--- config.mk ---
export PLATFORM = sky130hd
export DESIGN_NAME = complexMixer
export DESIGN_NICKNAME = d
export VERILOG_FILES = /design/src/design/carrierLoopPkg.sv /design/src/design/complexMixer.sv
export SDC_FILE = /design/constraint.sdc
export NUM_CORES = 2
export LEC_CHECK = 0
export BUFFER_PORTS_ARGS = -buffer_cell sky130_fd_sc_hd__buf_2
export CORE_UTILIZATION = 61
export DETAILED_ROUTE_END_ITERATION = 7
export GPL_ROUTABILITY_DRIVEN = 0
export PLACE_DENSITY = 0.81
export SETUP_SLACK_MARGIN = 0.1
export SYNTH_ARGS = -nofsm -noshare
export SYNTH_HDL_FRONTEND = slang
export SYNTH_SLANG_ARGS = --single-unit
--- constraint.sdc ---
create_clock -name clk -period 6.15 [get_ports clk]
set_input_delay 0.3075 -clock clk [delete_from_list [all_inputs] [get_ports clk]]
set_output_delay 0.3075 -clock clk [all_outputs]
set_load 0.005 [all_outputs]
--- src/design/carrierLoopPkg.sv ---
// ------------------------------
// Carrier loop shared types
// Sample, configuration, status, AXI4-Lite and register map
// ------------------------------

`default_nettype none

package carrierLoopPkg;

  // Complex sample, mixer input and output, oscillator output
  typedef struct packed {
    logic signed [17:0] i;
    logic signed [17:0] q;
  } cplxSample;

  // Loop configuration from the register block
  typedef struct packed {
    logic        invertError;
    logic        zeroError;
    logic        clearAccum;
    logic [4:0]  leadExp;
    logic [4:0]  lagExp;
    logic [31:0] limit;
    logic [15:0] lockCount;
    logic [7:0]  syncThreshold;
  } loopConfig;

  // Status returned for readback
  typedef struct packed {
    logic        carrierLock;
    logic [31:0] lagAccumHigh;
    logic [31:0] freqWord;
  } loopStatus;

  // AXI4-Lite master to slave
  typedef struct packed {
    logic [7:0]  awaddr;
    logic        awvalid;
    logic [31:0] wdata;
    logic [3:0]  wstrb;
    logic        wvalid;
    logic        bready;
    logic [7:0]  araddr;
    logic        arvalid;
    logic        rready;
  } axiLiteReq;

  // AXI4-Lite slave to master
  typedef struct packed {
    logic        awready;
    logic        wready;
    logic [1:0]  bresp;
    logic        bvalid;
    logic        arready;
    logic [31:0] rdata;
    logic [1:0]  rresp;
    logic        rvalid;
  } axiLiteRsp;

  localparam logic [1:0] AXI_OKAY = 2'b00;

  // ------------------------------
  // Register offsets
  // ------------------------------
  localparam logic [7:0] REG_CONTROL = 8'h00;
  localparam logic [7:0] REG_GAINS   = 8'h04;
  localparam logic [7:0] REG_LIMIT   = 8'h08;
  localparam logic [7:0] REG_LOCK    = 8'h0C;
  localparam logic [7:0] REG_STATUS  = 8'h10;
  localparam logic [7:0] REG_LAG     = 8'h14;
  localparam logic [7:0] REG_FREQ    = 8'h18;

endpackage

`default_nettype wire

--- src/design/complexMixer.sv ---
// ------------------------------
// Complex mixer
// Two-stage multiply, shift, saturate
// ------------------------------

`timescale 1ns/1ps
`default_nettype none

module complexMixer
  import carrierLoopPkg::*;
#(
  parameter int SAMPLE_WIDTH = 18
) (
  input  wire logic      clk,
  input  wire logic      reset,
  input  wire logic      sampleValid,
  input  wire cplxSample sampleIn,
  input  wire cplxSample lo,
  output cplxSample      sampleOut,
  output logic           sampleOutValid
);

  localparam int PROD_WIDTH = 2 * SAMPLE_WIDTH;
  localparam int SHIFT      = SAMPLE_WIDTH - 1;
  localparam logic signed [PROD_WIDTH:0] SAT_MAX = (1 <<< (SAMPLE_WIDTH - 1)) - 1;
  localparam logic signed [PROD_WIDTH:0] SAT_MIN = -(1 <<< (SAMPLE_WIDTH - 1));

  logic signed [PROD_WIDTH-1:0] prodII, prodQQ, prodIQ, prodQI;
  logic signed [PROD_WIDTH:0]   sumI, sumQ;
  logic                         stage1Valid;

  function automatic logic signed [SAMPLE_WIDTH-1:0] shiftSat(
      input logic signed [PROD_WIDTH:0] x);
    logic signed [PROD_WIDTH:0] shifted;
    shifted = x >>> SHIFT;
    if (shifted > SAT_MAX) return SAT_MAX[SAMPLE_WIDTH-1:0];
    else if (shifted < SAT_MIN) return SAT_MIN[SAMPLE_WIDTH-1:0];
    else return shifted[SAMPLE_WIDTH-1:0];
  endfunction

  // Stage 1 full products
  always_ff @(posedge clk) begin
    prodII <= sampleIn.i * lo.i;
    prodQQ <= sampleIn.q * lo.q;
    prodIQ <= sampleIn.i * lo.q;
    prodQI <= sampleIn.q * lo.i;
  end

  assign sumI = prodII - prodQQ;
  assign sumQ = prodIQ + prodQI;

  // Stage 2 combine and scale back to sample width
  always_ff @(posedge clk) begin
    sampleOut.i <= shiftSat(sumI);
    sampleOut.q <= shiftSat(sumQ);
  end

  always_ff @(posedge clk) begin
    if (reset) begin
      stage1Valid    <= 1'b0;
      sampleOutValid <= 1'b0;
    end else begin
      stage1Valid    <= sampleValid;
      sampleOutValid <= stage1Valid;
    end
  end

endmodule

`default_nettype wire

-- Word-level counts from Yosys, hierarchy flattened
Cells that the tools add are included.
- add/sub/neg operators: 2
- multiply operators: 4
- magnitude comparators: 4
- muxes and demuxes: 2
- operators by type and width (operator ; count):
    multiplier 18 x 18 -> 36 bit ; 4
    greater-than comparator 20 x 18 -> 1 bit, second input constant ; 2
    < comparator 20 x 18 -> 1 bit, second input constant ; 2
    adder 36 x 36 -> 37 bit ; 1
    subtractor 36 x 36 -> 37 bit ; 1
    two-way mux 18 bit ; 2
- bits in registers: 182
- bits of input ports: 75
- output and inout bits: 37
- logic and storage cells: 20

-- Logic depth before layout (Yosys ltp)
- word-level depth: 3
- mapped depth: 27
- mapped depth without buffers: 25

-- Least setup slack after synthesis
OpenSTA, ideal clock, no wires.
- path kind: input -> register
- from: in sampleIn[30] in the netlist's numbering
- to: reg prodII[28]
- library setup time: 0.072 ns
- arrival: 6.238 ns
- required time: 6.078 ns
- slack: -0.160 ns
- stages on the path: 23
- path buffers: 2
- cell sequence: clkbuf_1 > clkbuf_1 > nand2_1 > fa_1 > fa_1 > fa_1 > inv_1 > fa_1 > fa_1 > inv_1 > fa_1 > inv_1 > ha_1 > a21o_1 > a21o_1 > a221o_1 > a31o_2 > a21o_1 > a21oi_1 > o211ai_1 > a211o_1 > a21oi_1 > xnor2_1
- word-level cells in the longest chain between the ends: 1
- ends and longest elaborated chain (element ; line ; source):
    from (decl) ; complexMixer.sv:17 ; input wire cplxSample sampleIn,
    multiplier 18 x 18 -> 36 bit ; complexMixer.sv:43 ; prodII <= sampleIn.i * lo.i;
    to (signal assigned) ; complexMixer.sv:43 ;
    to (decl) ; complexMixer.sv:28 ; logic signed [PROD_WIDTH-1:0] prodII, prodQQ, prodIQ, prodQI;
No other way between the ends.
A chain may end at the register's enable or synchronous reset.

-- Worst setup path in the final report
- from: in lo[19] in the netlist's numbering
- to: reg prodII[28]
- word-level cells in the longest chain between the ends: 1
- ends and longest elaborated chain (element ; line ; source):
    from (decl) ; complexMixer.sv:18 ; input wire cplxSample lo,
    multiplier 18 x 18 -> 36 bit ; complexMixer.sv:43 ;
No other way between the ends.

==> flow_summary.yaml <==
cells_and_area:
  area_delta_synth_final_pct: 11.32
  final_util: 0.6877
  nets: 8166
  drive_gt1_frac: 0.1141
placed_design:
  portBuffers: 111
  dpl.hpwl_um: 117100
  dp_slack_ns: -0.4937
synth:
  syn_nets: 7793
  ys_ff_latch: 182
  ys.flop_type: "dfxtp_1"
  synth_area_um2: 54840
  synthCells: 5960
  synthArstFlopShare: 0
  synth_cell_types: 74
  synth_edf_count: 0
  yosys-top-cells-area: "fa_1 (48%), inv_1 (10%), ha_1 (10%)"
  synth.largest_area_cell: "fa_1"
  syn_area_per_cell_um2: 9.202
  yosys_warnings: 0
  synth.yosys.seq_area_share: 0.06643
  synth_top_area_frac: 0.4804
critical_path:
  cp.required_ns: 6.62
  worstPathMaxFanout: 15
  arrival_ns: 6.39
  critPathLaunchType: "input port"
  end_kind: "register"
  crit_type: "in2reg"
global_route:
  grt_pass1_wl_um: 227900
  grt_start_max_net_pins: 29
  grt_usage: 0.3232
  antenna_found_initial: 9
  grt_overflow: 0
  grt_pass1_vias: 44640
clock_network:
  cts_sinks: 182
  cts_root_buf: "clkbuf_16"
  clkSlewWorstSetupHoldPaths_ns: 0.08
  cts_tree: "done"
  h-tree-depth: 4
  clkLatencyLatePin_ns: 0.54
  clk_path_buf_depth: 2
  cts_made_buffers: 17
route:
  drt_iter0_drc: 3064
  dr.pass1.iters: 8
  wl_um: 137100
  antenna_left: 0
  vias: 40950
  via_per_inst: 5.448
  drc: 2
  wl_per_cell_um: 18.24
worst_hold_path:
  hp-class: "in2reg"
floorplanning:
  start_util: 0.6177
  pin_count: 112
  die-width_um: 301.8
  die-area_um2: 91110
  core_um2: 88780
  row_count: 109
  fp.dieH_um: 301.8
timing:
  setup_viol: 0
  drv_slew: 0
  rsz0062_at_grt: "no"
  tightest_slew_ns: 1.041
  hold_viol_final: 0
  fin_hold_ws_ns: 0.3648
  timing.final.ws_setup_ns: 0.2345
  period_minus_slack_ns: 5.916
  max_freq_ghz: 0.1690
  slew_headroom: 0.3048
  fin_skew_ns: 0.01970
  fin_crit_sh: 0.9619
run_status:
  violations: "design-rule violations"
  status: "finished with violations"
job:
  cap_violations: 0
## cells by family after synthesis
| group | Yosys count | share of synthesized area |
|---|---|---|
| AO/OA/AOI/OAI | 481 | 0.05735 |
| multiplexers | 1 | 0.0002053 |
| flip-flops | 182 | 0.06643 |
| adder cells (fa/ha/maj) | 1759 | 0.5814 |
| AND/OR/NAND/NOR | 1598 | 0.1455 |
| buffers and inverters | 1762 | 0.1209 |
| XOR/XNOR | 177 | 0.02827 |
## state kept, by name, indices dropped and copies added, names as in the netlist
name,cells
prodQQ,36
prodQI,36
sampleOut,36
sampleOutValid,1
stage1Valid,1
prodIQ,36
prodII,36
## worst paths after layout
kind / startpoint / end / slack (ns) / cells past startpoint
worst max-delay path: lo[19] / prodII[28] / 0.23 / 24
worst min-delay path: lo[18] / prodQI[0] / 0.36 / 3
worst max register to register: prodQQ[7] / sampleOut[30] / 2.33 / 11
worst min register to register: stage1Valid / sampleOutValid / 0.44 / 1
## stage by stage
stage,setup TNS (ns),cell area [um2],instances
floorplan,0,54940,5960
global placement,-7.097,60070,7472
detailed placement,-12.75,60070,7472
CTS,0,60660,7506
global route,0,61050,7515
finish,0,61050,7516
## cells in the final DEF (no fill, tap or decap), drive strengths merged, types with 4 or more instances in the layout
master      n
buf       599
o21ai      87
nand4      13
and3       14
or2         5
a31oi      15
a31o        7
o211ai      8
o21a       20
and2      651
a211o       9
a211oi     16
o21bai     24
xnor2     132
nand2b     34
nor2b      20
fa       1316
inv      1504
clkbuf     38
a41oi       4
o2111ai     5
a21o       93
or3         5
diode       5
a21oi     144
ha        442
o31ai      12
a21boi      6
nor3       21
dfxtp     182
nand2     660
nor2      131
nand3      29
xor2       45
## critical path, cell delays in order
cell and delay (ns):
clkbuf_4 0.21, buf_6 0.18, and2_1 0.15, fa_1 0.42, fa_1 0.55, inv_1 0.05
fa_1 0.48, fa_1 0.51, inv_1 0.07, fa_1 0.54, inv_1 0.05, fa_1 0.48
inv_1 0.04, ha_1 0.29, and3_1 0.19, buf_4 0.13, a221o_1 0.29, a31o_2 0.27
a21o_1 0.20, a21oi_2 0.16, o211ai_1 0.16, a211o_1 0.32, a21oi_1 0.18, xnor2_1 0.13
## per-layer routing
layer  part of all wire  GRT usage  vias to the layer above
met2               0.47     0.5192                     1687
li1                   -          -                    18170
met1               0.38     0.4173                    20730
met4              0.063     0.1795                        6
met5            0.00025          0                        -
met3              0.084    0.05796                      348
## cell type report
cell class / instances / area [um2]
diodes: 5 / 12.51
repair buffers: 620 / 4931
flip-flops and latches: 182 / 3643
inverters: 1496 / 5615
fillers: 6401 / 27730
clock inverters: 13 / 135.1
well taps: 1165 / 1458
clock buffers: 19 / 432.9
multi-input cells: 4016 / 44830
## cells in the mapped netlist, types with 6 or more instances
| cell | instances |
|---|---|
| nand3_1 | 29 |
| and2_1 | 650 |
| o31ai_1 | 11 |
| dfxtp_1 | 182 |
| o21a_1 | 20 |
| o211ai_1 | 8 |
| a211oi_1 | 15 |
| o21bai_1 | 24 |
| nand4_1 | 13 |
| a21oi_1 | 143 |
| nand2b_1 | 34 |
| a31o_2 | 6 |
| nand2_1 | 660 |
| xnor2_1 | 132 |
| o21ai_0 | 76 |
| a31oi_1 | 14 |
| clkbuf_1 | 258 |
| nor3_1 | 21 |
| o21ai_1 | 8 |
| inv_1 | 1496 |
| nor2_1 | 131 |
| fa_1 | 1316 |
| a21o_1 | 93 |
| ha_1 | 442 |
| a211o_1 | 9 |
| xor2_1 | 45 |
| nor2b_1 | 20 |
| and3_1 | 14 |
## what timing repair did
action,in CTS,in global routing
endpoints found under the setup margin,6,37
gates resized for setup,4,106
endpoints found under the hold margin,2,0
hold buffers,2,0
pin swaps,0,24
setup buffers,0,5
Power is not shown: default switching activity piles up to over one toggle a cycle in this logic, so the estimate is an artifact.
