File: src/design/carrierLoopPkg.sv
// ------------------------------
// Carrier loop shared types
// Sample, configuration, status, AXI4-Lite and register map
// ------------------------------

`default_nettype none

package carrierLoopPkg;

  // Complex sample, mixer input and output, oscillator output
  typedef struct packed {
    logic signed [17:0] i;
    logic signed [17:0] q;
  } cplxSample;

  // Loop configuration from the register block
  typedef struct packed {
    logic        invertError;
    logic        zeroError;
    logic        clearAccum;
    logic [4:0]  leadExp;
    logic [4:0]  lagExp;
    logic [31:0] limit;
    logic [15:0] lockCount;
    logic [7:0]  syncThreshold;
  } loopConfig;

  // Status returned for readback
  typedef struct packed {
    logic        carrierLock;
    logic [31:0] lagAccumHigh;
    logic [31:0] freqWord;
  } loopStatus;

  // AXI4-Lite master to slave
  typedef struct packed {
    logic [7:0]  awaddr;
    logic        awvalid;
    logic [31:0] wdata;
    logic [3:0]  wstrb;
    logic        wvalid;
    logic        bready;
    logic [7:0]  araddr;
    logic        arvalid;
    logic        rready;
  } axiLiteReq;

  // AXI4-Lite slave to master
  typedef struct packed {
    logic        awready;
    logic        wready;
    logic [1:0]  bresp;
    logic        bvalid;
    logic        arready;
    logic [31:0] rdata;
    logic [1:0]  rresp;
    logic        rvalid;
  } axiLiteRsp;

  localparam logic [1:0] AXI_OKAY = 2'b00;

  // ------------------------------
  // Register offsets
  // ------------------------------
  localparam logic [7:0] REG_CONTROL = 8'h00;
  localparam logic [7:0] REG_GAINS   = 8'h04;
  localparam logic [7:0] REG_LIMIT   = 8'h08;
  localparam logic [7:0] REG_LOCK    = 8'h0C;
  localparam logic [7:0] REG_STATUS  = 8'h10;
  localparam logic [7:0] REG_LAG     = 8'h14;
  localparam logic [7:0] REG_FREQ    = 8'h18;

endpackage

`default_nettype wire

File: src/design/loopRegs.sv
// ------------------------------
// Carrier loop register block
// AXI4-Lite slave for loop configuration and status
// ------------------------------

`timescale 1ns/1ps
`default_nettype none

module loopRegs
  import carrierLoopPkg::*;
(
  input  wire logic      clk,
  input  wire logic      reset,
  input  wire axiLiteReq axiReq,
  output axiLiteRsp      axiRsp,
  input  wire loopStatus status,
  output loopConfig      cfg
);

  // Implemented bits of the writable registers
  localparam logic [31:0] CONTROL_MASK = 32'h0000_0007;
  localparam logic [31:0] GAINS_MASK   = 32'h0000_1F1F;
  localparam logic [31:0] LIMIT_MASK   = 32'hFFFF_FFFF;
  localparam logic [31:0] LOCK_MASK    = 32'h00FF_FFFF;

  logic [31:0] controlReg, gainsReg, limitReg, lockReg;
  logic        awReady, wReady, bValid, arReady, rValid;
  logic        awHeld, wHeld;
  logic [7:0]  awAddr;
  logic [31:0] wData;
  logic [3:0]  wStrb;
  logic [31:0] rData;
  logic        awFire, wFire, arFire, doWrite;
  logic        awHeldNext, wHeldNext, bValidNext, rValidNext;

  function automatic logic [31:0] strobeMerge(input logic [31:0] old,
                                              input logic [31:0] data,
                                              input logic [3:0]  strb,
                                              input logic [31:0] mask);
    logic [31:0] merged;
    int          b;
    merged = old;
    for (b = 0; b < 4; b++) begin
      if (strb[b]) merged[8*b +: 8] = data[8*b +: 8];
    end
    return merged & mask;
  endfunction

  function automatic logic [31:0] readMux(input logic [7:0] addr);
    case (addr)
      REG_CONTROL: return controlReg;
      REG_GAINS:   return gainsReg;
      REG_LIMIT:   return limitReg;
      REG_LOCK:    return lockReg;
      REG_STATUS:  return {31'b0, status.carrierLock};
      REG_LAG:     return status.lagAccumHigh;
      REG_FREQ:    return status.freqWord;
      default:     return 32'h0;
    endcase
  endfunction

  // ------------------------------
  // Handshake state
  // ------------------------------
  assign awFire     = awReady & axiReq.awvalid;
  assign wFire      = wReady & axiReq.wvalid;
  assign arFire     = arReady & axiReq.arvalid;
  // Both halves seen, commit the write
  assign doWrite    = awHeld & wHeld;
  assign awHeldNext = (awHeld | awFire) & ~doWrite;
  assign wHeldNext  = (wHeld | wFire) & ~doWrite;
  assign bValidNext = doWrite | (bValid & ~axiReq.bready);
  assign rValidNext = arFire | (rValid & ~axiReq.rready);

  always_ff @(posedge clk) begin
    if (reset) begin
      awReady <= 1'b0;
      wReady  <= 1'b0;
      arReady <= 1'b0;
      awHeld  <= 1'b0;
      wHeld   <= 1'b0;
      bValid  <= 1'b0;
      rValid  <= 1'b0;
    end else begin
      awHeld  <= awHeldNext;
      wHeld   <= wHeldNext;
      bValid  <= bValidNext;
      rValid  <= rValidNext;
      // No new address until the response has been taken
      awReady <= ~awHeldNext & ~bValidNext;
      wReady  <= ~wHeldNext & ~bValidNext;
      arReady <= ~rValidNext;
    end
  end

  // Captured write address, data and read data
  always_ff @(posedge clk) begin
    if (awFire) awAddr <= axiReq.awaddr;
    if (wFire) begin
      wData <= axiReq.wdata;
      wStrb <= axiReq.wstrb;
    end
    if (arFire) rData <= readMux(axiReq.araddr);
  end

  // ------------------------------
  // Writable registers
  // ------------------------------
  always_ff @(posedge clk) begin
    if (reset) begin
      controlReg <= '0;
      gainsReg   <= '0;
      limitReg   <= '0;
      lockReg    <= '0;
    end else if (doWrite) begin
      case (awAddr)
        REG_CONTROL: controlReg <= strobeMerge(controlReg, wData, wStrb, CONTROL_MASK);
        REG_GAINS:   gainsReg   <= strobeMerge(gainsReg, wData, wStrb, GAINS_MASK);
        REG_LIMIT:   limitReg   <= strobeMerge(limitReg, wData, wStrb, LIMIT_MASK);
        REG_LOCK:    lockReg    <= strobeMerge(lockReg, wData, wStrb, LOCK_MASK);
        default:     ;
      endcase
    end
  end

  assign axiRsp = '{awready: awReady, wready: wReady, bresp: AXI_OKAY, bvalid: bValid,
                    arready: arReady, rdata: rData, rresp: AXI_OKAY, rvalid: rValid};

  assign cfg = '{invertError:   controlReg[0],
                 zeroError:     controlReg[1],
                 clearAccum:    controlReg[2],
                 leadExp:       gainsReg[4:0],
                 lagExp:        gainsReg[12:8],
                 limit:         limitReg,
                 lockCount:     lockReg[15:0],
                 syncThreshold: lockReg[23:16]};

endmodule

`default_nettype wire

File: config.mk
export PLATFORM = sky130hd
export DESIGN_NAME = loopRegs
export DESIGN_NICKNAME = d
export VERILOG_FILES = /design/src/design/carrierLoopPkg.sv /design/src/design/loopRegs.sv
export SDC_FILE = /design/constraint.sdc
export NUM_CORES = 1
export LEC_CHECK = 0
export BUFFER_PORTS_ARGS = -buffer_cell sky130_fd_sc_hd__buf_4
export CELL_PAD_IN_SITES_DETAIL_PLACEMENT = 2
export CELL_PAD_IN_SITES_GLOBAL_PLACEMENT = 2
export CORE_ASPECT_RATIO = 1.4
export CORE_MARGIN = 2
export CORE_UTILIZATION = 31
export CTS_CLUSTER_DIAMETER = 150
export DETAILED_ROUTE_END_ITERATION = 10
export PLACE_DENSITY = 0.79
export SLEW_MARGIN = 20
export SYNTH_ARGS = -nofsm -noshare
export SYNTH_HDL_FRONTEND = slang
export SYNTH_SLANG_ARGS = --single-unit
export TNS_END_PERCENT = 50
File: constraint.sdc
create_clock -name clk -period 2.1 [get_ports clk]
set_input_delay 0.42 -clock clk [delete_from_list [all_inputs] [get_ports clk]]
set_output_delay 0.42 -clock clk [all_outputs]
set_load 0.01 [all_outputs]
; After elaboration in Yosys (flattened, before gate mapping)
; Index checks and enable logic that the tools add are counted.
[word_totals]
regBits = 152
input_bits = 124
wordCells = 64
[classes]
eq_ne = 9
mux = 1
bitwise = 21
n_reduce_logical = 12
[op_table]
columns = cell, n
row1 = $pmux 32 s7, 1
row2 = $eq 8x4->1 const B, 4
row3 = $reduce_and 3->1, 10
row4 = $eq 8x5->1 const B, 3
row5 = $eq 8x3->1 const B, 2
row6 = $logic_not 8->1, 2
row7 = $and 1x1->1, 10
row8 = $not 1->1, 7
row9 = $or 1x1->1, 4

; Longest topological paths before layout
; Gate-level depths: netlist of the first run.
[depth]
ltp_word = 5
depth_mapped = 6
ltp_nobuf = 3

; Least setup slack after synthesis of the first run
; No wires, ideal clock.
[synth_path]
path_kind = input port to flip-flop
startpoint = input port axiReq[6] (netlist bit)
endpoint = register rData[12] (data pin)
arrival_ns = 1.581
slack_ns = 0.259
stages = 5
cell_sequence = buf_2 > buf_1 > mux2i_1 > nor3_1 > a221o_1
[synth_between]
elab_chain_len = 2
word_cells_on_any_way = 8
[synth_rtl]
columns = element, line
row1 = from (decl), loopRegs.sv:14  ; input wire axiLiteReq axiReq,
row2 = "$eq 8x5->1, or another cell as far along", loopRegs.sv:50  ; case (addr)
row3 = $pmux 32 s7 *, loopRegs.sv:50
row4 = to (signal assigned), loopRegs.sv:103  ; if (arFire) rData <= readMux(axiReq.araddr);
row5 = to (decl), loopRegs.sv:32  ; logic [31:0] rData;
; Mark *: on every way between the ends. The rest lies on a longest branch, timed or not.
; A chain may end at the register's enable or synchronous reset.

; Final worst setup path of the first run
[layout_path]
startpoint = register awAddr[0]
endpoint = register limitReg[29]
[layout_between]
elab_chain_len = 2
[layout_rtl]
columns = element, line
row1 = from (decl), loopRegs.sv:29  ; logic [7:0] awAddr;
row2 = from (signal assigned), loopRegs.sv:98  ; if (awFire) awAddr <= axiReq.awaddr;
row3 = $eq 8x4->1, loopRegs.sv:116  ; case (awAddr)
row4 = $reduce_and 3->1 (no line), n/a
row5 = to (signal assigned), loopRegs.sv:119  ; REG_LIMIT: limitReg <= strobeMerge(limitReg, wData, wStrb, LIMIT_MASK);
row6 = to (decl), loopRegs.sv:26  ; logic [31:0] controlReg, gainsReg, limitReg, lockReg;
; Every way passes these cells.

==> metrics.md, run 1 <==
| Metric | Value |
|---|---|
| Status | `completed` |
| Fin. Hold Viols | `0` |
| Sequential share of the synthesized area | `57.11%` |
| Crit. End Element | `register` |
| Number of vias per cell | `5.462` |
| Remaining antenna violation count | `0` |
| H-tree depth | `4` |
| Flop pwr share | `45.9%` |
| Critical Path Max Stage Delay | `600 ps` |
| First-pass GRT wire length | `37.76 mm` |
| Die height | `177.4 um` |
| Die ar. | `22,690 um^2` |
| Hold Path End | `wData[1]$_DFFE_PP_` |
| Post-CTS setup repair buffer count | `0` |
| Antenna Cells | `0` |
| Reg2reg start | `awAddr[0]$_DFFE_PP_` |
| Setup Viol. Count Final | `0` |
| Fin nets | `908` |
| Pre-antenna DRT Iters | `4` |
| GRT Total Usage | `22.08%` |
| Hold_ws | `163.3 ps` |
| Via count | `5,773` |
| Tightest Hold Check Type | `in -> reg` |
| CORE AREA | `21,130 um^2` |
| CP Launch Type | `register` |
| Worst R2R Setup Slack | `120 ps` |
| Layout cells sized above 1 | `37.52%` |
| Vias in the first global route | `6,399` |
| RSZ-0062 raised after global routing | `false` |
| Fin crit share | `94.26%` |
| Critical Path RT | `2360 ps` |
| Commonest non-fill, non-tap cell in the layout | `buf_4` |
| Clock period minus worst slack | `1979 ps` |
| Largest net degree at the start of global routing | `87` |
| GRT overflow | `0` |
| CTS tree | `built` |
| Clk_skew | `7.756 ps` |
| Mean Syn Cell Area | `11.68 um^2` |
| Sw frac | `22.03%` |
| Routed len/inst | `23.78 um` |
| Initial antenna violation count | `0` |
| Leakage | `3.712 nW` |
| Power density cells | `755.6 nW/um^2` |
| Crit Path Max Fanout | `36` |
| Critical path arrival | `2240 ps` |
| Worst IR Drop VDD | `0.5215 mV` |
| Hold depth | `1` |
| CTS Root Buffer Type | `clkbuf_16` |
| Clk Latency, worst-skew pair | `430 ps` |
| R2R Path End | `limitReg[29]$_SDFFE_PP0P_` |
| Multiplexer area fraction after synthesis | `8.454%` |
| Post-synth EDFFs | `76` |
| Fillcell total | `2,132` |
| Peak Freq | `0.5052 GHz` |
| Synthesized flop and latch total | `152` |
| Internal power | `0.005506 W` |
| Non-Filler Instances | `1,057` |
| PortBufs | `229` |
| Iteration-0 DRC count of the detailed router | `372` |
| Clock slew at reported path FFs | `60 ps` |
| Distinct cells, synth | `48` |
| Max-Cap Viols | `0` |
| Clock power frac | `46.8%` |
| HP Start | `axiReq[17]` |
| Slew Viols, Final | `0` |
| Crit-path cells | `or4_4 -> buf_4 -> o31ai_1 -> a21oi_1` |
| Total chip power | `0.007061 W` |
| Post-Synth Adder-Cell Area | `0%` |
| Netlist Area Pre-Place | `6660 um^2` |
| Crit path kind | `reg -> reg` |
| CTS Sinks | `152` |
| Layout area overhead | `40.32%` |
| Post-synthesis xor/xnor area fraction | `0%` |
| Initial Util | `31.53%` |
| Hold_buf cts | `0` |
| Sw Pwr | `0.001555 W` |
| Comb power frac | `7.3%` |
| Largest family of logic cells by synthesized area | `simple AND/OR/NAND/NOR gates` |
| Main flop type after synthesis | `edfxtp_1` |
| Gpl congestion | `0.8545` |
| Worst-Margin Slew | `829.6 ps` |
| Ports | `234` |
| Placed Instances | `1,025` |
| Std-Cell Rows | `63` |
| DP Wirelength | `18.65 mm` |
| Final setup TNS | `0 ps` |
| Worst path slowest cell | `or4_4` |
| Commonest cells after routing, fill and taps aside | `buf_4 (246), dfxtp_1 (76), edfxtp_1 (76), mux2i_1 (45), nand2b_1 (43)` |
| Post-Syn Instances | `570` |
| Routed WL | `25.14 mm` |
| Compound-cell area share of the yosys netlist | `13.30%` |
| R2r worst-path depth | `4` |
| Number of cells upsized or downsized after cts | `0` |
| Die Wd | `127.9 um` |
| Cts bufs inserted | `17` |
| Multi-input gate area | `2651 um^2` |
| Clk buf depth | `2` |
| Max-Slew Margin vs Limit | `44.69%` |
| Storage cell area | `3804 um^2` |
| YS warnings | `0` |
| Asr flop ratio synth | `0%` |
| Post-Synth Simple-Gate Area | `17.04%` |
| Post-route DRC | `0` |
Yosys cell counts (all sizes together), types with 4 or more instances:
master | instances | area share (%)
and3b | 4 | 0.53
o31ai | 36 | 4.1
buf | 19 | 1.7
nor2 | 7 | 0.43
clkbuf | 39 | 2.2
a21oi | 40 | 3.0
nand3 | 37 | 2.8
o211ai | 15 | 1.7
nor4b | 4 | 0.71
nand4 | 37 | 3.5
nor4 | 5 | 0.79
a22oi | 16 | 1.8
mux2 | 4 | 0.68
and2 | 4 | 0.38
a221o | 12 | 1.8
mux2i | 45 | 6.8
nand3b | 5 | 0.56
nand2b | 43 | 4.0
edfxtp | 76 | 34
dfxtp | 76 | 23
nor3 | 6 | 0.53
and3 | 11 | 1.0
nor2b | 4 | 0.38
per-layer routing:
| layer | up-vias | wire (um) | track usage, % |
|---|---|---|---|
| met1 | 2896 | 9271 | 23.81 |
| met4 | 0 | 769 | 8.791 |
| met2 | 195 | 13810 | 41.35 |
| li1 | 2642 | - | - |
| met3 | 40 | 1288 | 4.974 |
| met5 | - | 0 | 0 |
through the flow:
stage | setup WS [ps] | utilization, % | instance area (um^2)
2_1_floorplan | 258.6 | - | 6671
3_3_place_gp | 225.2 | 41.25 | 8715
3_5_place_dp | 140.1 | 41.25 | 8715
4_1_cts | 134.4 | 44.24 | 9345
5_1_grt | 54.77 | 44.24 | 9345
6_report | 120.6 | 44.24 | 9345
worst max-delay path: cells and delay by family (launching register included):
family,cells,cell delay [ps]
buf+inv,1,280
simple gates,1,600
compound gates,2,480
flops,1,440
kinds of logic (layout without fill, tap and decap cells):
logic type             after synthesis  in the layout
AND/OR/NAND/NOR                    177            177
flip-flops                         152            152
AO/OA/AOI/OAI                      128            128
buffers and inverters               60            284
multiplexers                        52             52
other                                1              4
cell type report:
type	instances	area share, %
clock inverter	11	1.821
timing repair buffer	250	20.62
clock buffer	21	4.927
multi-input combinational	361	28.37
inverter	2	0.08033
tap	260	3.481
sequential	152	40.70
flip-flops by register name (all words and copies together), names as in the netlist:
name        flops
awHeld          1
wHeld           1
rValid          1
awAddr          8
bValid          1
lockReg        24
wStrb           4
wReady          1
limitReg       32
rData          32
arReady         1
gainsReg       10
awReady         1
controlReg      3
wData          32
how the worst max path moves through the flow:
stage / start / to / cells after the start
finish: awAddr[0]$_DFFE_PP_ / limitReg[29]$_SDFFE_PP0P_ / 4
global route: awAddr[0]$_DFFE_PP_ / limitReg[29]$_SDFFE_PP0P_ / 4
CTS: awAddr[0]$_DFFE_PP_ / limitReg[29]$_SDFFE_PP0P_ / 4
detailed placement: axiReq[4] / rData[29]$_DFFE_PP_ / 5
global placement: axiReq[5] / rData[29]$_DFFE_PP_ / 5
floorplan: axiReq[6] / rData[12]$_DFFE_PP_ / 5
power groups by stage:
stage                     Clock (W)  Combinational, W  Sequential, W
final                       0.00331          0.000515        0.00324
after global routing        0.00346          0.000549        0.00324
after CTS                   0.00334          0.000520        0.00324
after detailed placement          0          0.000516        0.00330
after global placement            0          0.000497        0.00330
after floorplan                   0          0.000199        0.00329
Power figures use the tool's default switching activity.
==> inputs of run 2 (changes only) <==
--- a/config.mk
+++ b/config.mk
@@ -13,7 +13,7 @@
 export CORE_UTILIZATION = 31
 export CTS_CLUSTER_DIAMETER = 150
 export DETAILED_ROUTE_END_ITERATION = 10
-export PLACE_DENSITY = 0.79
+export PLACE_DENSITY = 0.9
 export SLEW_MARGIN = 20
 export SYNTH_ARGS = -nofsm -noshare
 export SYNTH_HDL_FRONTEND = slang
==> constraint.sdc (replaced) <==
create_clock -name clk -period 2.1 [get_ports clk]
set_input_delay 0.42 -clock clk [delete_from_list [all_inputs] [get_ports clk]]
set_output_delay 0.42 -clock clk [all_outputs]
set_load 0.02 [all_outputs]
==> run 2 against run 1 <==
Via count rose by 1.2%. Total power shrank 2.0%. Combinational power grew 7.2%. Count of clock-buffer cells in the layout is 3 lower. Utilization is 0.15 points higher. First-iteration DRC count is 8.9% lower. Critical path type unchanged. Critical endpoint is now lockReg[7]$_SDFFE_PP0P_.
==> metrics.md, run 2 (synthesized netlist as in run 1, its figures left out) <==
| Metric | Value |
|---|---|
| Critical Path RT | `2400 ps` |
| Layout area overhead | `40.80%` |
| Largest net degree at the start of global routing | `46` |
| First-pass GRT wire length | `39.07 mm` |
| CORE AREA | `21,130 um^2` |
| Fin nets | `916` |
| Total chip power | `0.006920 W` |
| Die Wd | `127.9 um` |
| GRT Total Usage | `22.97%` |
| Setup Viol. Count Final | `0` |
| Pre-antenna DRT Iters | `4` |
| Layout cells sized above 1 | `38.39%` |
| Commonest non-fill, non-tap cell in the layout | `buf_4` |
| Vias in the first global route | `6,548` |
| CP Launch Type | `register` |
| Iteration-0 DRC count of the detailed router | `339` |
| Die ar. | `22,690 um^2` |
| Initial Util | `31.53%` |
| Gpl congestion | `0.8685` |
| Initial antenna violation count | `0` |
| Number of cells upsized or downsized after cts | `0` |
| Peak Freq | `0.5019 GHz` |
| Routed WL | `26.04 mm` |
| Worst IR Drop VDD | `0.4766 mV` |
| Max-Slew Margin vs Limit | `49.28%` |
| DP Wirelength | `19.36 mm` |
| RSZ-0062 raised after global routing | `false` |
| Tightest Hold Check Type | `in -> reg` |
| Final setup TNS | `0 ps` |
| Ports | `234` |
| H-tree depth | `4` |
| CTS Root Buffer Type | `clkbuf_16` |
| Std-Cell Rows | `63` |
| Clock period minus worst slack | `1992 ps` |
| Power density cells | `737.9 nW/um^2` |
| Cts bufs inserted | `17` |
| Fillcell total | `2,175` |
| Commonest cells after routing, fill and taps aside | `buf_4 (253), dfxtp_1 (76), edfxtp_1 (76), mux2i_1 (45), nand2b_1 (43)` |
| Hold_buf cts | `0` |
| Crit path kind | `reg -> reg` |
| Clk buf depth | `2` |
| Number of vias per cell | `5.484` |
| Clock slew at reported path FFs | `70 ps` |
| Antenna Cells | `0` |
| Crit Path Max Fanout | `36` |
| CTS tree | `built` |
| Status | `completed` |
| Remaining antenna violation count | `0` |
| Leakage | `3.737 nW` |
| Via count | `5,840` |
| GRT overflow | `0` |
| Clk_skew | `11.10 ps` |
| Clk Latency, worst-skew pair | `430 ps` |
| Top flop regs | `limitReg (32), rData (32), wData (32)` |
| Max-Cap Viols | `0` |
| Slew Viols, Final | `0` |
| Die height | `177.4 um` |
| Post-CTS setup repair buffer count | `0` |
| Fin crit share | `94.88%` |
| Fin. Hold Viols | `0` |
| CTS Sinks | `152` |
| Critical path arrival | `2290 ps` |
| Crit. End Element | `register` |
| Routed len/inst | `24.45 um` |
| Post-route DRC | `0` |
| PortBufs | `229` |
| Worst-Margin Slew | `750.2 ps` |
run 2: worst paths after layout:
| check | startpoint | endpoint | slack [ps] | cells past startpoint |
|---|---|---|---|---|
| max | awAddr[0]$_DFFE_PP_ | lockReg[7]$_SDFFE_PP0P_ | 110 | 4 |
| min | axiReq[17] | wData[1]$_DFFE_PP_ | 160 | 1 |
| max reg2reg | awAddr[0]$_DFFE_PP_ | lockReg[7]$_SDFFE_PP0P_ | 110 | 4 |
| min reg2reg | lockReg[21]$_SDFFE_PP0P_ | lockReg[21]$_SDFFE_PP0P_ | 490 | 2 |
run 2: layout make-up:
type,count,area (um^2),share of cell area (%)
Clock inverter,14,161.4,1.721
Sequential cell,152,3804,40.56
Inverter,2,7.507,0.08005
Clock buffer,18,429.2,4.576
Timing Repair Buffer,258,1999,21.32
Multi-Input combinational cell,361,2651,28.27
Tap cell,260,325.3,3.469
run 2: stage by stage:
stage          util (%)  cell area, um^2  setup WS (ps)  instances  hold WS (ps)
3_3_place_gp      41.45             8757          133.7       1029         472.9
2_1_floorplan         -             6671          258.6        573         469.0
4_1_cts           44.25             9348          79.88       1061         143.3
5_1_grt           44.39             9378          73.64       1065         145.9
3_5_place_dp      41.45             8757          65.04       1029         488.6
6_report          44.39             9378          107.5       1065         159.7
run 2: worst max-delay path, stage by stage, from the launching register on:
cell and delay (ps):
edfxtp_1 440, or4_4 600, buf_4 290, o31ai_1 390, a21oi_1 120
run 2: report_power, final:
group	switching (W)	leakage [nW]	internal (W)
logic	0.000282	2.11	0.000270
clock network	0.00135	0.288	0.00178
registers	0.0000432	1.34	0.00319
run 2: per-layer routing:
| metal | up-vias | wire length [um] | track usage [%] |
|---|---|---|---|
| met2 | 207 | 14460 | 43.87 |
| met3 | 53 | 1146 | 4.010 |
| met5 | - | 0 | 0 |
| met1 | 2926 | 9497 | 24.29 |
| li1 | 2654 | - | - |
| met4 | 0 | 934 | 10.30 |
