## src/design/lockDetector.sv

```systemverilog
// ------------------------------
// Carrier lock detector
// Up/down hysteresis counter
// ------------------------------

`timescale 1ns/1ps
`default_nettype none

module lockDetector (
  input  wire logic        clk,
  input  wire logic        reset,
  input  wire logic        symEn,
  input  wire logic [7:0]  phaseError,
  input  wire logic [15:0] lockCount,
  input  wire logic [7:0]  syncThreshold,
  output logic             carrierLock
);

  logic [7:0]  errMag;
  logic [15:0] lockCounter;
  logic [16:0] countUp;
  logic [16:0] countDown;

  // Magnitude of the raw detector error
  assign errMag    = phaseError[7] ? (~phaseError + 8'd1) : phaseError;
  // Bit 16 flags a wrap in either direction
  assign countUp   = {1'b0, lockCounter} + 17'd1;
  assign countDown = {1'b0, lockCounter} - 17'd1;

  always_ff @(posedge clk) begin
    if (reset) begin
      lockCounter <= '0;
      carrierLock <= 1'b0;
    end else if (symEn) begin
      if (errMag > syncThreshold) begin
        if (countDown[16]) begin
          carrierLock <= 1'b0;
          lockCounter <= lockCount;
        end else begin
          lockCounter <= countDown[15:0];
        end
      end else begin
        if (countUp[16]) begin
          carrierLock <= 1'b1;
          lockCounter <= lockCount;
        end else begin
          lockCounter <= countUp[15:0];
        end
      end
    end
  end

endmodule

`default_nettype wire

```

## config.mk

```make
export PLATFORM = sky130hd
export DESIGN_NAME = lockDetector
export DESIGN_NICKNAME = d
export VERILOG_FILES = /design/src/design/lockDetector.sv
export SDC_FILE = /design/constraint.sdc
export NUM_CORES = 1
export LEC_CHECK = 0
export BUFFER_PORTS_ARGS = -buffer_cell sky130_fd_sc_hd__clkbuf_2
export CAP_MARGIN = 0
export CELL_PAD_IN_SITES_DETAIL_PLACEMENT = 0
export CELL_PAD_IN_SITES_GLOBAL_PLACEMENT = 1
export CORE_UTILIZATION = 43
export DETAILED_ROUTE_END_ITERATION = 6
export PLACE_DENSITY = 0.84
export SLEW_MARGIN = 15
export SYNTH_ARGS = -nofsm -noshare
export SYNTH_HDL_FRONTEND = slang
export SYNTH_SLANG_ARGS = --single-unit
```

## constraint.sdc

```tcl
create_clock -name clk -period 7.1 [get_ports clk]
set_input_delay 1.42 -clock clk [delete_from_list [all_inputs] [get_ports clk]]
set_output_delay 1.42 -clock clk [all_outputs]
set_load 0.02 [all_outputs]
```

; Yosys cells after proc, flatten, opt, wreduce, memory -nomap -nowiden
; Cells that the tools add are included.
[word_totals]
register_bits = 17
input_bits = 35
out_inout_bits = 1
word_cells = 17
[op_classes]
addsub = 3
order_cmp = 1
eq_ne = 1
muxes = 7
bitwise_logic = 1
n_reduce_logical = 2
[ops]
columns = cell, count
row1 = $mux 16, 3
row2 = $add 16x1->17 const B, 1
row3 = $sub 16x1->17 const B, 1
row4 = $add 8x1->8 const B, 1
row5 = $gt 8x8->1, 1
row6 = $mux 8, 1
row7 = $not 8->8, 1
row8 = $mux 1, 3
row9 = $reduce_and 3->1, 1
row10 = $ne 2x2->1 const B, 1
row11 = $reduce_bool 2->1, 1

; Longest topological paths before layout
; Gate-level depths: netlist of run 1.
[depth]
ltp_word = 6
depth_mapped = 14

; Worst setup path before layout of run 1
; No wires, ideal clock.
[synth_timing]
path_type = in2reg
from = input phaseError[1]
to = register lockCounter[9]
setup_ns = 0.125
arrival_ns = 3.965
required_time_ns = 6.975
slack_ns = 3.010
stages = 11
cell_sequence = or3_1 > or3_1 > nor4b_1 > ha_1 > nand4_1 > or3b_1 > and2_0 > clkbuf_1 > clkbuf_1 > o311ai_0 > o21ai_1
[synth_between]
elab_chain_len = 5
[synth_rtl]
columns = element, line
row1 = from (decl), 13  ; input wire logic [7:0] phaseError,
row2 = $not 8->8, 25  ; assign errMag = phaseError[7] ? (~phaseError + 8'd1) : phaseError;
row3 = $add 8x1->8, 25
row4 = $mux 8 *, 25
row5 = $gt 8x8->1 *, 35  ; if (errMag > syncThreshold) begin
row6 = $mux 16 *, 35
row7 = to (signal assigned), 38  ; lockCounter <= lockCount;
row8 = to (signal assigned), 40  ; lockCounter <= countDown[15:0];
row9 = to (signal assigned), 45  ; lockCounter <= lockCount;
row10 = to (decl), 20  ; logic [15:0] lockCounter;
; Every way passes the cells marked *; elsewhere a longest branch is shown, timed or not.
; A chain may end at the register's enable or synchronous reset.

; Worst setup path in the final report of run 1
[layout_timing]
from = input phaseError[1]
to = register lockCounter[0]
; Same word-level chain as after synthesis.

==> results of run 1 <==
[where the power goes]
group / leakage [nW] / total [mW] / switching, mW / internal (mW)
logic: 0.720 / 0.156 / 0.0875 / 0.0685
clock network: 0.0228 / 0.0774 / 0.0375 / 0.0399
registers: 0.139 / 0.125 / 0.0214 / 0.104
[how the worst max path moves through the flow]
stage | cells after the start | from | endpoint
floorplan | 11 | phaseError[1] | lockCounter[9]
global placement | 12 | phaseError[1] | lockCounter[0]
detailed placement | 12 | phaseError[1] | lockCounter[0]
CTS | 12 | phaseError[1] | lockCounter[0]
global route | 12 | phaseError[1] | lockCounter[0]
finish | 12 | phaseError[1] | lockCounter[0]
[routing by layer]
metal	part of all wire, %	track usage (%)
met2	43	35.1
met4	0.55	4.76
met3	9.2	3.49
met5	0	0
met1	47	32.7
[final cells by class]
cell class	count	area share [%]
clock buffers	4	2.10
inverters	14	2.45
multi-input cells	223	67.7
flip-flops and latches	17	15.9
well taps	52	3.03
repair buffers	37	8.87
[cells in the mapped netlist (all sizes together) (2+ instances only)]
library cell / n
o21ai: 17
buf: 7
nor2: 20
a211o: 3
or4: 3
a211oi: 6
a41oi: 2
o2111ai: 2
o211ai: 9
nand4: 5
nand3: 13
or3: 7
clkbuf: 17
o311ai: 2
nor2b: 2
nor4: 5
and2: 3
mux2i: 4
a311oi: 2
nor3: 11
dfxtp: 17
a21oi: 12
nand2: 33
xnor2: 12
o31ai: 3
xor2: 8
a221oi: 2
and3: 3
inv: 14
ha: 11
o221ai: 2
nand2b: 7
[state kept, by name, summed over array words and instances, names as in the netlist]
| register | cells |
|---|---|
| lockCounter | 16 |
| carrierLock | 1 |
[placed cells by master (no fill, tap or decap), types with 10 or more instances in the layout]
cell	n
sky130_fd_sc_hd__nand3_1	13
sky130_fd_sc_hd__nand2_1	33
sky130_fd_sc_hd__dfxtp_1	17
sky130_fd_sc_hd__xnor2_1	12
sky130_fd_sc_hd__clkbuf_2	35
sky130_fd_sc_hd__ha_1	11
sky130_fd_sc_hd__o21ai_0	14
sky130_fd_sc_hd__a21oi_1	12
sky130_fd_sc_hd__nor3_1	10
sky130_fd_sc_hd__nor2_1	20
sky130_fd_sc_hd__inv_1	14
[kinds of logic after synthesis]
logic type	Yosys count	share of synthesized area (%)
AO/OA/AOI/OAI	69	23.9
XOR/XNOR	20	8.96
adder cells (fa/ha/maj)	11	7.04
buffers and inverters	38	8.38
flip-flops	17	17.4
multiplexers	5	2.81
AND/OR/NAND/NOR	118	31.5
[critical path, cell delays in order]
cell and delay, ns:
sky130_fd_sc_hd__clkbuf_2 0.09, sky130_fd_sc_hd__or3_1 0.37, sky130_fd_sc_hd__or3_1 0.33, sky130_fd_sc_hd__nor4b_1 0.31, sky130_fd_sc_hd__ha_1 0.20, sky130_fd_sc_hd__nand4_1 0.12, sky130_fd_sc_hd__o221ai_1 0.30, sky130_fd_sc_hd__and2_0 0.17
sky130_fd_sc_hd__buf_4 0.28, sky130_fd_sc_hd__mux2i_2 0.44, sky130_fd_sc_hd__mux2i_1 0.23, sky130_fd_sc_hd__a211oi_1 0.08
[per-stage QoR]
| step | util [%] | total power, mW | instance area [sq um] | cells |
|---|---|---|---|---|
| after floorplan | - | 0.245 | 1960 | 278 |
| after global routing | 49.3 | 0.385 | 2140 | 347 |
| final | 49.3 | 0.358 | 2140 | 347 |
| after detailed placement | 48.2 | 0.280 | 2100 | 343 |
| after global placement | 48.2 | 0.280 | 2100 | 343 |
| after CTS | 49.3 | 0.358 | 2140 | 347 |
==> metrics.json, run 1 <==
{
  "run_status": "finished clean",
  "detailedRoute.firstPassIterationCount": 5,
  "critical_path.reg2reg.endpoint": "lockCounter[1]",
  "preCtsSetupSlack_ns": 2.59,
  "timing.final.hold_violations": 0,
  "n_antenna_cell": 0,
  "timing.hold.ws_ns": 0.521,
  "place.gp.congestion": 0.924,
  "remaining_drc_errors": 0,
  "layout.filler_cells": 447,
  "clkTransAtPathRegs_ns": 0.08,
  "cts-htree-levels": 1,
  "grt_pass1_wl_mm": 8.80,
  "area_occupied_by_registers_sq_um": 340,
  "floorplan.core_area_sq_um": 4350,
  "ys_dominant_reg_cell": "sky130_fd_sc_hd__dfxtp_1",
  "final_min_period_over_clock_period_pct": 59.7,
  "die_width_microns": 69.4,
  "via_density_per_instance": 5.98,
  "post_synth_num_cell_types": 55,
  "hold_path_end": "carrierLock",
  "wire_per_inst_microns": 15.2,
  "ios": 36,
  "worst_r2r_path_depth": 8,
  "ys_seq_elements": 17,
  "fin_skew_ns": 0.00507,
  "synth-seq-area-share_pct": 17.4,
  "worstSetupEndpointType": "flip-flop",
  "global_routing_usage_summed_across_all_routing_layers_pct": 22.5,
  "finalWirelength_mm": 5.26,
  "timing.slew.headroom_pct": 55.1,
  "clkSinkCount": 17,
  "detailedPlacementHpwl_mm": 3.84,
  "nets": 342,
  "detail_route.iter0.violations": 119,
  "synth_enable_flop_cells": 0,
  "postCtsResizedCells": 0,
  "total_count_of_max_transition_violations_in_the_final_report": 0,
  "synthArstFlopShare_pct": 0,
  "synth.cell_area_sq_um": 1960,
  "post-route-min-period_ns": 4.24,
  "tritoncts": "built",
  "holdCritPathClass": "flip-flop to flip-flop",
  "cts-buffers-inserted": 3,
  "rsz0062_at_grt": "no",
  "cts.root.buffer_cell": "sky130_fd_sc_hd__clkbuf_8",
  "maxCapViolCount": 0,
  "crit_fanout": 23,
  "synth_top_area_share_pct": 17.4,
  "startpoint_type_of_the_worst_setup_path": "input port",
  "worst-endpoint-arrival_ns": 4.36,
  "gr-total-overflow": 0,
  "leakage_nw": 0.882,
  "hold_buffers": 0,
  "clock_latency_ns": 0.26,
  "ir_worst_vdd_mv": 0.112,
  "power-per-cell-area_nw_per_um2": 167,
  "area_of_the_multi_input_gates_sq_um": 1450,
  "fmaxAchievable_ghz": 0.236,
  "detailroute.via_count": 2076,
  "numPortBuffers": 35,
  "grt_max_degree": 24,
  "via_count_of_the_first_global_routing_pass": 1809,
  "yosys-top-cells-area": "sky130_fd_sc_hd__dfxtp_1 (17%), sky130_fd_sc_hd__ha_1 (7.0%), sky130_fd_sc_hd__nand2_1 (6.3%)",
  "ff2ff_setup_slack_ns": 4.15,
  "yosysWarningCount": 0,
  "synthCells": 278,
  "crit_required_ns": 7.22,
  "max-clock-path-buffers": 2,
  "timing.final.ws_setup_ns": 2.86,
  "syn-num-nets": 324,
  "hp-start": "carrierLock",
  "worst_hold_path.num_cells": 2,
  "post_drt_antenna_nets": 0,
  "placement_rows": 24,
  "share_of_cells_above_drive_strength_1_pct": 16.6,
  "die_height_microns": 69.4,
  "setup_total_negative_slack_ns": 0,
  "synth_top_area_cell": "sky130_fd_sc_hd__dfxtp_1",
  "fp.dieArea_sq_um": 4820,
  "timing_worst_slew_pin_value_ns": 0.668,
  "r2r-start": "lockCounter[0]",
  "synth.avg_cell_area_sq_um": 7.03,
  "antenna_found_initial": 0,
  "setup_viol": 0,
  "setup_fix_buffers_added_after_clock_tree_synthesis": 0,
  "layout-area-overhead-vs-synth_pct": 9.66,
  "worstSetupPathType": "input port to flip-flop",
  "initial_util_pct": 44.9
}
Power figures use the tool's default switching activity.
==> run 2: changes to the inputs <==
--- a/config.mk
+++ b/config.mk
@@ -9,9 +9,9 @@
 export CAP_MARGIN = 0
 export CELL_PAD_IN_SITES_DETAIL_PLACEMENT = 0
 export CELL_PAD_IN_SITES_GLOBAL_PLACEMENT = 1
-export CORE_UTILIZATION = 43
+export CORE_UTILIZATION = 40
 export DETAILED_ROUTE_END_ITERATION = 6
-export PLACE_DENSITY = 0.84
+export PLACE_DENSITY = 0.79
 export SLEW_MARGIN = 15
 export SYNTH_ARGS = -nofsm -noshare
 export SYNTH_HDL_FRONTEND = slang
==> constraint.sdc (replaced) <==
create_clock -name clk -period 4 [get_ports clk]
set_input_delay 0.8 -clock clk [delete_from_list [all_inputs] [get_ports clk]]
set_output_delay 0.8 -clock clk [all_outputs]
set_load 0.02 [all_outputs]
==> run 2 against run 1 <==
Compared with the run above: first-iteration DRC count decreased by 18%; final cell count up 4.9%; core utilization decreased by 3.1 points; via count down 0.39%; total power grew 80%; register-to-register slack worse by 3.1 ns; critical path depth down 1; critical endpoint unchanged; routed wire length increased by 2.7%; clock power is 86% higher; sequential share of layout area down 0.26 points.
==> metrics.json, run 2 (same netlist as run 1, synthesis figures left out) <==
{
  "finalWirelength": {"value": 5.40, "unit": "mm", "change": "+2.7%"},
  "clock_latency": {"value": 0.26, "unit": "ns", "change": "about the same"},
  "worstSetupPathType": "input port to flip-flop",
  "grt_max_degree": {"value": 23, "change": "-4.2%"},
  "crit_path_cell_trace": "clkbuf_2, or3_1, or3_1, nor4b_1, ha_1, nand4_1, or3b_1, and2_0, mux2i_2, mux2i_1, a211oi_1",
  "antenna_found_initial": {"value": 0, "change": "unchanged"},
  "detailroute.via_count": {"value": 2068, "change": "-0.39%"},
  "cells_after_dpl": {"value": 360, "change": "+5.0%"},
  "rsz0062_at_grt": "no",
  "clkTransAtPathRegs": {"value": 0.08, "unit": "ns", "change": "about the same"},
  "final_min_period_over_clock_period_pct": 88.7,
  "setup_total_negative_slack": {"value": 0, "unit": "ns", "change": "unchanged"},
  "share_of_cells_above_drive_strength_1": {"value": 17.5, "unit": "%", "change": "+0.90 points"},
  "numPortBuffers": {"value": 35, "change": "unchanged"},
  "ff2ff_setup_slack": {"value": 1.07, "unit": "ns", "change": "-3.08 ns"},
  "run_status": "finished clean",
  "grt_pass1_wl": {"value": 9.05, "unit": "mm", "change": "+2.8%"},
  "r2r-start": "lockCounter[0]",
  "tritoncts": "built",
  "crit_fanout": {"value": 6, "change": "-74%"},
  "detailedPlacementHpwl": {"value": 4.03, "unit": "mm", "change": "+4.9%"},
  "total_power": {"value": 0.647, "unit": "mW", "change": "+80%"},
  "largest_register_ffs": {"value": 16, "change": "unchanged"},
  "total_count_of_max_transition_violations_in_the_final_report": {"value": 0, "change": "unchanged"},
  "via_count_of_the_first_global_routing_pass": {"value": 1866, "change": "+3.2%"},
  "timing_worst_slew_pin_value": {"value": 0.617, "unit": "ns", "change": "-0.0508 ns"},
  "timing.slew.headroom": {"value": 58.7, "unit": "%", "change": "+3.7 points"},
  "gr-total-overflow": {"value": 0, "change": "unchanged"},
  "crit_required": {"value": 4.18, "unit": "ns", "change": "-3.04 ns"},
  "wire_per_inst": {"value": 14.8, "unit": "microns", "change": "-2.1%"},
  "clkSinkCount": {"value": 17, "change": "unchanged"},
  "critical_path.reg2reg.endpoint": "lockCounter[0]",
  "worst_path_max_delay_cell": "sky130_fd_sc_hd__or3b_1",
  "detail_route.iter0.violations": {"value": 98, "change": "-18%"},
  "layout_common_cells": "sky130_fd_sc_hd__clkbuf_2 (35), sky130_fd_sc_hd__nand2_1 (33), sky130_fd_sc_hd__nor2_1 (20), sky130_fd_sc_hd__dfxtp_1 (17)",
  "hp-start": "carrierLock",
  "die_height": {"value": 71.9, "unit": "microns", "change": "+3.6%"},
  "cpPeakStageDelay": {"value": 0.43, "unit": "ns", "change": "about the same"},
  "worst_hold_path.num_cells": {"value": 2, "change": "unchanged"},
  "worst_r2r_path_depth": {"value": 8, "change": "unchanged"},
  "critical-path-top-cell-by-count": "sky130_fd_sc_hd__or3_1",
  "hold_path_end": "carrierLock",
  "setup_viol": {"value": 0, "change": "unchanged"},
  "startpoint_type_of_the_worst_setup_path": "input port",
  "n_antenna_cell": {"value": 0, "change": "unchanged"},
  "largestRegisters": "lockCounter x16, carrierLock x1",
  "setup_fix_buffers_added_after_clock_tree_synthesis": {"value": 0, "change": "unchanged"},
  "holdCritPathClass": "flip-flop to flip-flop",
  "cts.root.buffer_cell": "sky130_fd_sc_hd__clkbuf_8",
  "remaining_drc_errors": {"value": 0, "change": "unchanged"},
  "worstSetupEndpointType": "flip-flop",
  "floorplan.core_area": {"value": 4720, "unit": "sq um", "change": "+8.5%"},
  "global_routing_usage_summed_across_all_routing_layers": {"value": 22.2, "unit": "%", "change": "-0.31 points"},
  "initial_util": {"value": 41.4, "unit": "%", "change": "-3.5 points"},
  "power-per-cell-area": {"value": 297, "unit": "nW/um^2", "change": "+78%"},
  "hold_buffers": {"value": 0, "change": "unchanged"},
  "nets": {"value": 344, "change": "+0.58%"},
  "placement_rows": {"value": 25, "change": "+4.2%"},
  "cts-htree-levels": {"value": 1, "change": "unchanged"},
  "leakage": {"value": 0.895, "unit": "nW", "change": "+1.5%"},
  "fin_skew": {"value": 0.00197, "unit": "ns", "change": "-0.00310 ns"},
  "ios": {"value": 36, "change": "unchanged"},
  "detailedRoute.firstPassIterationCount": {"value": 4, "change": "-1"},
  "fp.dieArea": {"value": 5170, "unit": "sq um", "change": "+7.3%"},
  "post_drt_antenna_nets": {"value": 0, "change": "unchanged"},
  "postCtsResizedCells": {"value": 0, "change": "unchanged"},
  "worst-endpoint-arrival": {"value": 3.73, "unit": "ns", "change": "-0.63 ns"},
  "cts-buffers-inserted": {"value": 3, "change": "unchanged"},
  "die_width": {"value": 71.9, "unit": "microns", "change": "+3.6%"},
  "timing.final.hold_violations": {"value": 0, "change": "unchanged"},
  "max-clock-path-buffers": {"value": 2, "change": "unchanged"},
  "via_density_per_instance": {"value": 5.68, "change": "-5.0%"},
  "mostFrequentLayoutCell": "sky130_fd_sc_hd__clkbuf_2",
  "place.gp.congestion": {"value": 0.842, "change": "-8.9%"},
  "fmaxAchievable_ghz": 0.282,
  "ir_worst_vdd": {"value": 0.140, "unit": "mV", "change": "+24%"},
  "top_register": "lockCounter",
  "maxCapViolCount": {"value": 0, "change": "unchanged"},
  "post-route-min-period_ns": 3.55,
  "final_cell_count_no_fill": {"value": 364, "change": "+4.9%"},
  "layout-area-overhead-vs-synth_pct": 11.5
}
-- run 2: changes by cell type in the layout (fill, tap and decap cells not counted), sizes merged --
cell / change
clkinv: +1
buf: +2
clkbuf: -1
-- run 2: layer usage --
layer | up-vias | track usage, % | wire, microns
li1 | 1053 | - | -
met2 | 57 | 34.5 | 2380
met1 | 952 | 32.1 | 2650
met4 | 0 | 6.10 | 82
met3 | 6 | 3.33 | 288
met5 | - | 0 | 0
-- run 2: final cells by class --
class / count / area, sq um
Clock buffer: 3 / 41.3
Fill cell: 518 / 2540
Sequential cell: 17 / 340
Clock inverter: 1 / 5.00
Inverter: 14 / 52.6
Tap cell: 67 / 83.8
Multi-Input combinational cell: 223 / 1450
Timing Repair Buffer: 39 / 205
-- run 2: critical path: cells and delay by family --
kind / cells / cell delay, ns
compound gates: 1 / 0.24
fa+ha+maj: 1 / 0.22
buf+inv: 1 / 0.09
mux: 2 / 0.53
simple gates: 6 / 1.84
-- run 2: through the flow --
| step | setup WS, ns | utilization (%) | hold WS, ns | instance area [sq um] |
|---|---|---|---|---|
| after floorplan | 0.530 | - | 0.531 | 1960 |
| after global placement | 0.318 | 45.2 | 0.489 | 2130 |
| after detailed placement | 0.148 | 45.2 | 0.507 | 2130 |
| after CTS | 0.428 | 46.1 | 0.526 | 2180 |
| after global routing | 0.214 | 46.1 | 0.581 | 2180 |
| final | 0.454 | 46.1 | 0.523 | 2180 |
-- run 2: worst max path at each step --
stage / start / slack, ns / cells past startpoint / endpoint
global placement: phaseError[1] / 0.32 / 11 / lockCounter[0]
finish: phaseError[1] / 0.45 / 11 / lockCounter[0]
detailed placement: phaseError[1] / 0.15 / 11 / lockCounter[0]
CTS: phaseError[1] / 0.43 / 11 / lockCounter[0]
global route: phaseError[2] / 0.21 / 11 / lockCounter[0]
floorplan: phaseError[1] / 0.53 / 11 / lockCounter[9]
-- run 2: where the power goes --
group          leakage (nW)  total, mW  internal, mW  switching, mW
Sequential            0.139      0.222         0.184         0.0384
Clock                0.0255      0.144        0.0696         0.0744
Combinational         0.730      0.280         0.125          0.155
==> run 3: changes to the inputs <==
--- a/config.mk
+++ b/config.mk
@@ -5,12 +5,13 @@
 export SDC_FILE = /design/constraint.sdc
 export NUM_CORES = 1
 export LEC_CHECK = 0
-export BUFFER_PORTS_ARGS = -buffer_cell sky130_fd_sc_hd__clkbuf_2
+export BUFFER_PORTS_ARGS = -buffer_cell sky130_fd_sc_hd__buf_2
 export CAP_MARGIN = 0
 export CELL_PAD_IN_SITES_DETAIL_PLACEMENT = 0
 export CELL_PAD_IN_SITES_GLOBAL_PLACEMENT = 1
 export CORE_UTILIZATION = 40
 export DETAILED_ROUTE_END_ITERATION = 6
+export GPL_TIMING_DRIVEN = 0
 export PLACE_DENSITY = 0.79
 export SLEW_MARGIN = 15
 export SYNTH_ARGS = -nofsm -noshare
==> run 3 against run 2 <==
Compared with the run above: clock skew grew 0.0087 ns; clock power shrank 3%; non-clock buffer count grew 20; first-iteration DRC count shrank 20%; register-to-register slack lost 0.10 ns; combinational power grew 19%; count of clock-buffer cells in the layout is the same; fmax shrank 3.1%; design area grew 4.2%; sequential share of layout area shrank 0.64 points; highest routed layer unchanged.
==> metrics.json, run 3 (same netlist as run 1, synthesis figures left out) <==
{
  "run_status": "finished clean",
  "layout-area-overhead-vs-synth_pct": 16.2,
  "placement_rows": {"value": 25, "change": "unchanged"},
  "leakage": {"value": 0.931, "unit": "nW", "change": "+4.1%"},
  "total_count_of_max_transition_violations_in_the_final_report": {"value": 0, "change": "unchanged"},
  "detailedPlacementHpwl": {"value": 4.29, "unit": "mm", "change": "+6.3%"},
  "maxCapViolCount": {"value": 0, "change": "unchanged"},
  "finalWirelength": {"value": 5.72, "unit": "mm", "change": "+5.9%"},
  "layout_common_cells": "sky130_fd_sc_hd__buf_2 (40), sky130_fd_sc_hd__nand2_1 (33), sky130_fd_sc_hd__nor2_1 (20), sky130_fd_sc_hd__dfxtp_1 (17), sky130_fd_sc_hd__clkbuf_1 (15)",
  "power_report.internal_total": {"value": 0.389, "unit": "mW", "change": "+2.7%"},
  "post-route-min-period": {"value": 3.66, "unit": "ns", "change": "+0.114 ns"},
  "max-clock-path-buffers": {"value": 2, "change": "unchanged"},
  "cts-buffers-inserted": {"value": 3, "change": "unchanged"},
  "cts-htree-levels": {"value": 1, "change": "unchanged"},
  "worst-endpoint-arrival": {"value": 3.83, "unit": "ns", "change": "+0.10 ns"},
  "detail_route.iter0.violations": {"value": 78, "change": "-20%"},
  "final_min_period_over_clock_period": {"value": 91.5, "unit": "%", "change": "+2.9 points"},
  "fp.dieArea": {"value": 5170, "unit": "sq um", "change": "unchanged"},
  "switchingPower": {"value": 0.275, "unit": "mW", "change": "+2.5%"},
  "final_cell_count_no_fill": {"value": 384, "change": "+5.5%"},
  "remaining_drc_errors": {"value": 0, "change": "unchanged"},
  "via_density_per_instance": {"value": 5.49, "change": "-3.3%"},
  "switching_share": {"value": 41.4, "unit": "%", "change": "-0.049 points"},
  "detailedRoute.firstPassIterationCount": {"value": 4, "change": "unchanged"},
  "setup_total_negative_slack": {"value": 0, "unit": "ns", "change": "unchanged"},
  "crit_path_cell_trace": "buf_2, or3_1, or3_1, nor4b_1, ha_1, nand4_1, or3b_1, and2_0, clkbuf_1, clkbuf_2, nand3_1, o311ai_1, a211oi_1",
  "nets": {"value": 364, "change": "+5.8%"},
  "clock_latency": {"value": 0.26, "unit": "ns", "change": "about the same"},
  "floorplan.core_area": {"value": 4720, "unit": "sq um", "change": "unchanged"},
  "cpPeakStageDelay": {"value": 0.43, "unit": "ns", "change": "about the same"},
  "post_drt_antenna_nets": {"value": 0, "change": "unchanged"},
  "grt_pass1_wl": {"value": 9.47, "unit": "mm", "change": "+4.7%"},
  "rsz0062_at_grt": "no",
  "timing.slew.headroom": {"value": 31.8, "unit": "%", "change": "-27 points"},
  "die_width": {"value": 71.9, "unit": "microns", "change": "unchanged"},
  "startpoint_type_of_the_worst_setup_path": "input port",
  "power-per-cell-area": {"value": 292, "unit": "nW/um^2", "change": "-1.6%"},
  "fmaxAchievable": {"value": 0.273, "unit": "GHz", "change": "-3.1%"},
  "grt_max_degree": {"value": 11, "change": "-52%"},
  "crit_fanout": {"value": 10, "change": "+4"},
  "largest_register_ffs": {"value": 16, "change": "unchanged"},
  "die_height": {"value": 71.9, "unit": "microns", "change": "unchanged"},
  "timing_worst_slew_pin_value": {"value": 1.01, "unit": "ns", "change": "+0.397 ns"},
  "p_seq_share": {"value": 28.9, "unit": "%", "change": "-5.5 points"},
  "worstSetupPathType": "input port to flip-flop",
  "fin_skew": {"value": 0.0107, "unit": "ns", "change": "+0.00873 ns"},
  "tritoncts": "built",
  "setup_viol": {"value": 0, "change": "unchanged"},
  "largestRegisters": "lockCounter x16, carrierLock x1",
  "worstSetupEndpointType": "flip-flop",
  "ir_worst_vdd": {"value": 0.127, "unit": "mV", "change": "-9.4%"},
  "global_routing_usage_summed_across_all_routing_layers": {"value": 23.4, "unit": "%", "change": "+1.2 points"},
  "holdCritPathClass": "flip-flop to flip-flop",
  "via_count_of_the_first_global_routing_pass": {"value": 1889, "change": "+1.2%"},
  "cts.root.buffer_cell": "sky130_fd_sc_hd__clkbuf_8",
  "timing.final.hold_violations": {"value": 0, "change": "unchanged"},
  "cells_after_dpl": {"value": 380, "change": "+5.6%"},
  "worst_path_max_delay_cell": "sky130_fd_sc_hd__or3b_1",
  "setup_fix_buffers_added_after_clock_tree_synthesis": {"value": 0, "change": "unchanged"},
  "critical-path-top-cell-by-count": "sky130_fd_sc_hd__or3_1",
  "gr-total-overflow": {"value": 0, "change": "unchanged"},
  "initial_util": {"value": 41.4, "unit": "%", "change": "unchanged"},
  "place.gp.congestion": {"value": 0.910, "change": "+8.1%"},
  "mostFrequentLayoutCell": "sky130_fd_sc_hd__buf_2",
  "n_antenna_cell": {"value": 0, "change": "unchanged"},
  "detailroute.via_count": {"value": 2110, "change": "+2.0%"},
  "wire_per_inst": {"value": 14.9, "unit": "microns", "change": "+0.35%"},
  "top_register": "lockCounter",
  "crit_required": {"value": 4.16, "unit": "ns", "change": "-0.02 ns"},
  "pwr-share-comb": {"value": 50.2, "unit": "%", "change": "+6.9 points"},
  "clkSinkCount": {"value": 17, "change": "unchanged"},
  "numPortBuffers": {"value": 35, "change": "unchanged"},
  "ios": {"value": 36, "change": "unchanged"},
  "share_of_cells_above_drive_strength_1": {"value": 18.0, "unit": "%", "change": "+0.47 points"},
  "clkTransAtPathRegs": {"value": 0.08, "unit": "ns", "change": "about the same"},
  "antenna_found_initial": {"value": 0, "change": "unchanged"},
  "pwr-share-clk": {"value": 20.9, "unit": "%", "change": "-1.4 points"}
}
run 3: layout make-up:
class / instances / area, sq um
Buffer: 24 / 114
Clock buffer: 3 / 41.3
Clock inverter: 1 / 5.00
Fill cell: 514 / 2450
Inverter: 14 / 52.6
Multi-Input combinational cell: 223 / 1460
Sequential cell: 17 / 340
Tap cell: 67 / 83.8
Timing Repair Buffer: 35 / 175
run 3: path summary, 6_finish.rpt:
check,startpoint,to,slack [ns],cells past startpoint
worst max register to register,lockCounter[0],lockCounter[0],0.97,10
worst max-delay path,phaseError[1],lockCounter[1],0.34,13
worst min register to register,carrierLock,carrierLock,0.51,2
worst min-delay path,carrierLock,carrierLock,0.51,2
run 3: critical path: cells and delay by family:
kind / cells / cell delay [ns]
simple gates: 7 / 1.87
buf+inv: 3 / 0.53
compound gates: 2 / 0.40
fa+ha+maj: 1 / 0.21
run 3: through the flow:
stage / cell area [sq um] / hold WS [ns] / worst slack (ns) / power (mW) / util (%)
CTS: 2260 / 0.511 / 0.209 / 0.663 / 47.9
floorplan: 1960 / 0.531 / 0.530 / 0.435 / -
global route: 2270 / 0.566 / 0.0255 / 0.716 / 48.1
finish: 2270 / 0.508 / 0.340 / 0.663 / 48.1
detailed placement: 2210 / 0.491 / -0.0726 / 0.520 / 46.9
global placement: 2210 / 0.489 / -0.0273 / 0.519 / 46.9
run 3: timing repair:
action | in CTS | in global routing
gates resized for setup | 0 | 5
hold buffers | 0 | 0
endpoints found under the setup margin | 0 | 13
run 3: power by group through the flow:
stage	logic [mW]	clock network (mW)	registers (mW)
floorplan	0.242	0	0.193
finish	0.333	0.139	0.192
global route	0.371	0.152	0.193
detailed placement	0.324	0	0.195
global placement	0.324	0	0.195
CTS	0.327	0.145	0.192
run 3: routing by layer:
layer | part of all wire [%] | global-route usage (%)
met1 | 49 | 33.9
met2 | 44 | 37.8
met3 | 6.1 | 2.50
met4 | 0.77 | 4.58
met5 | 0 | 0
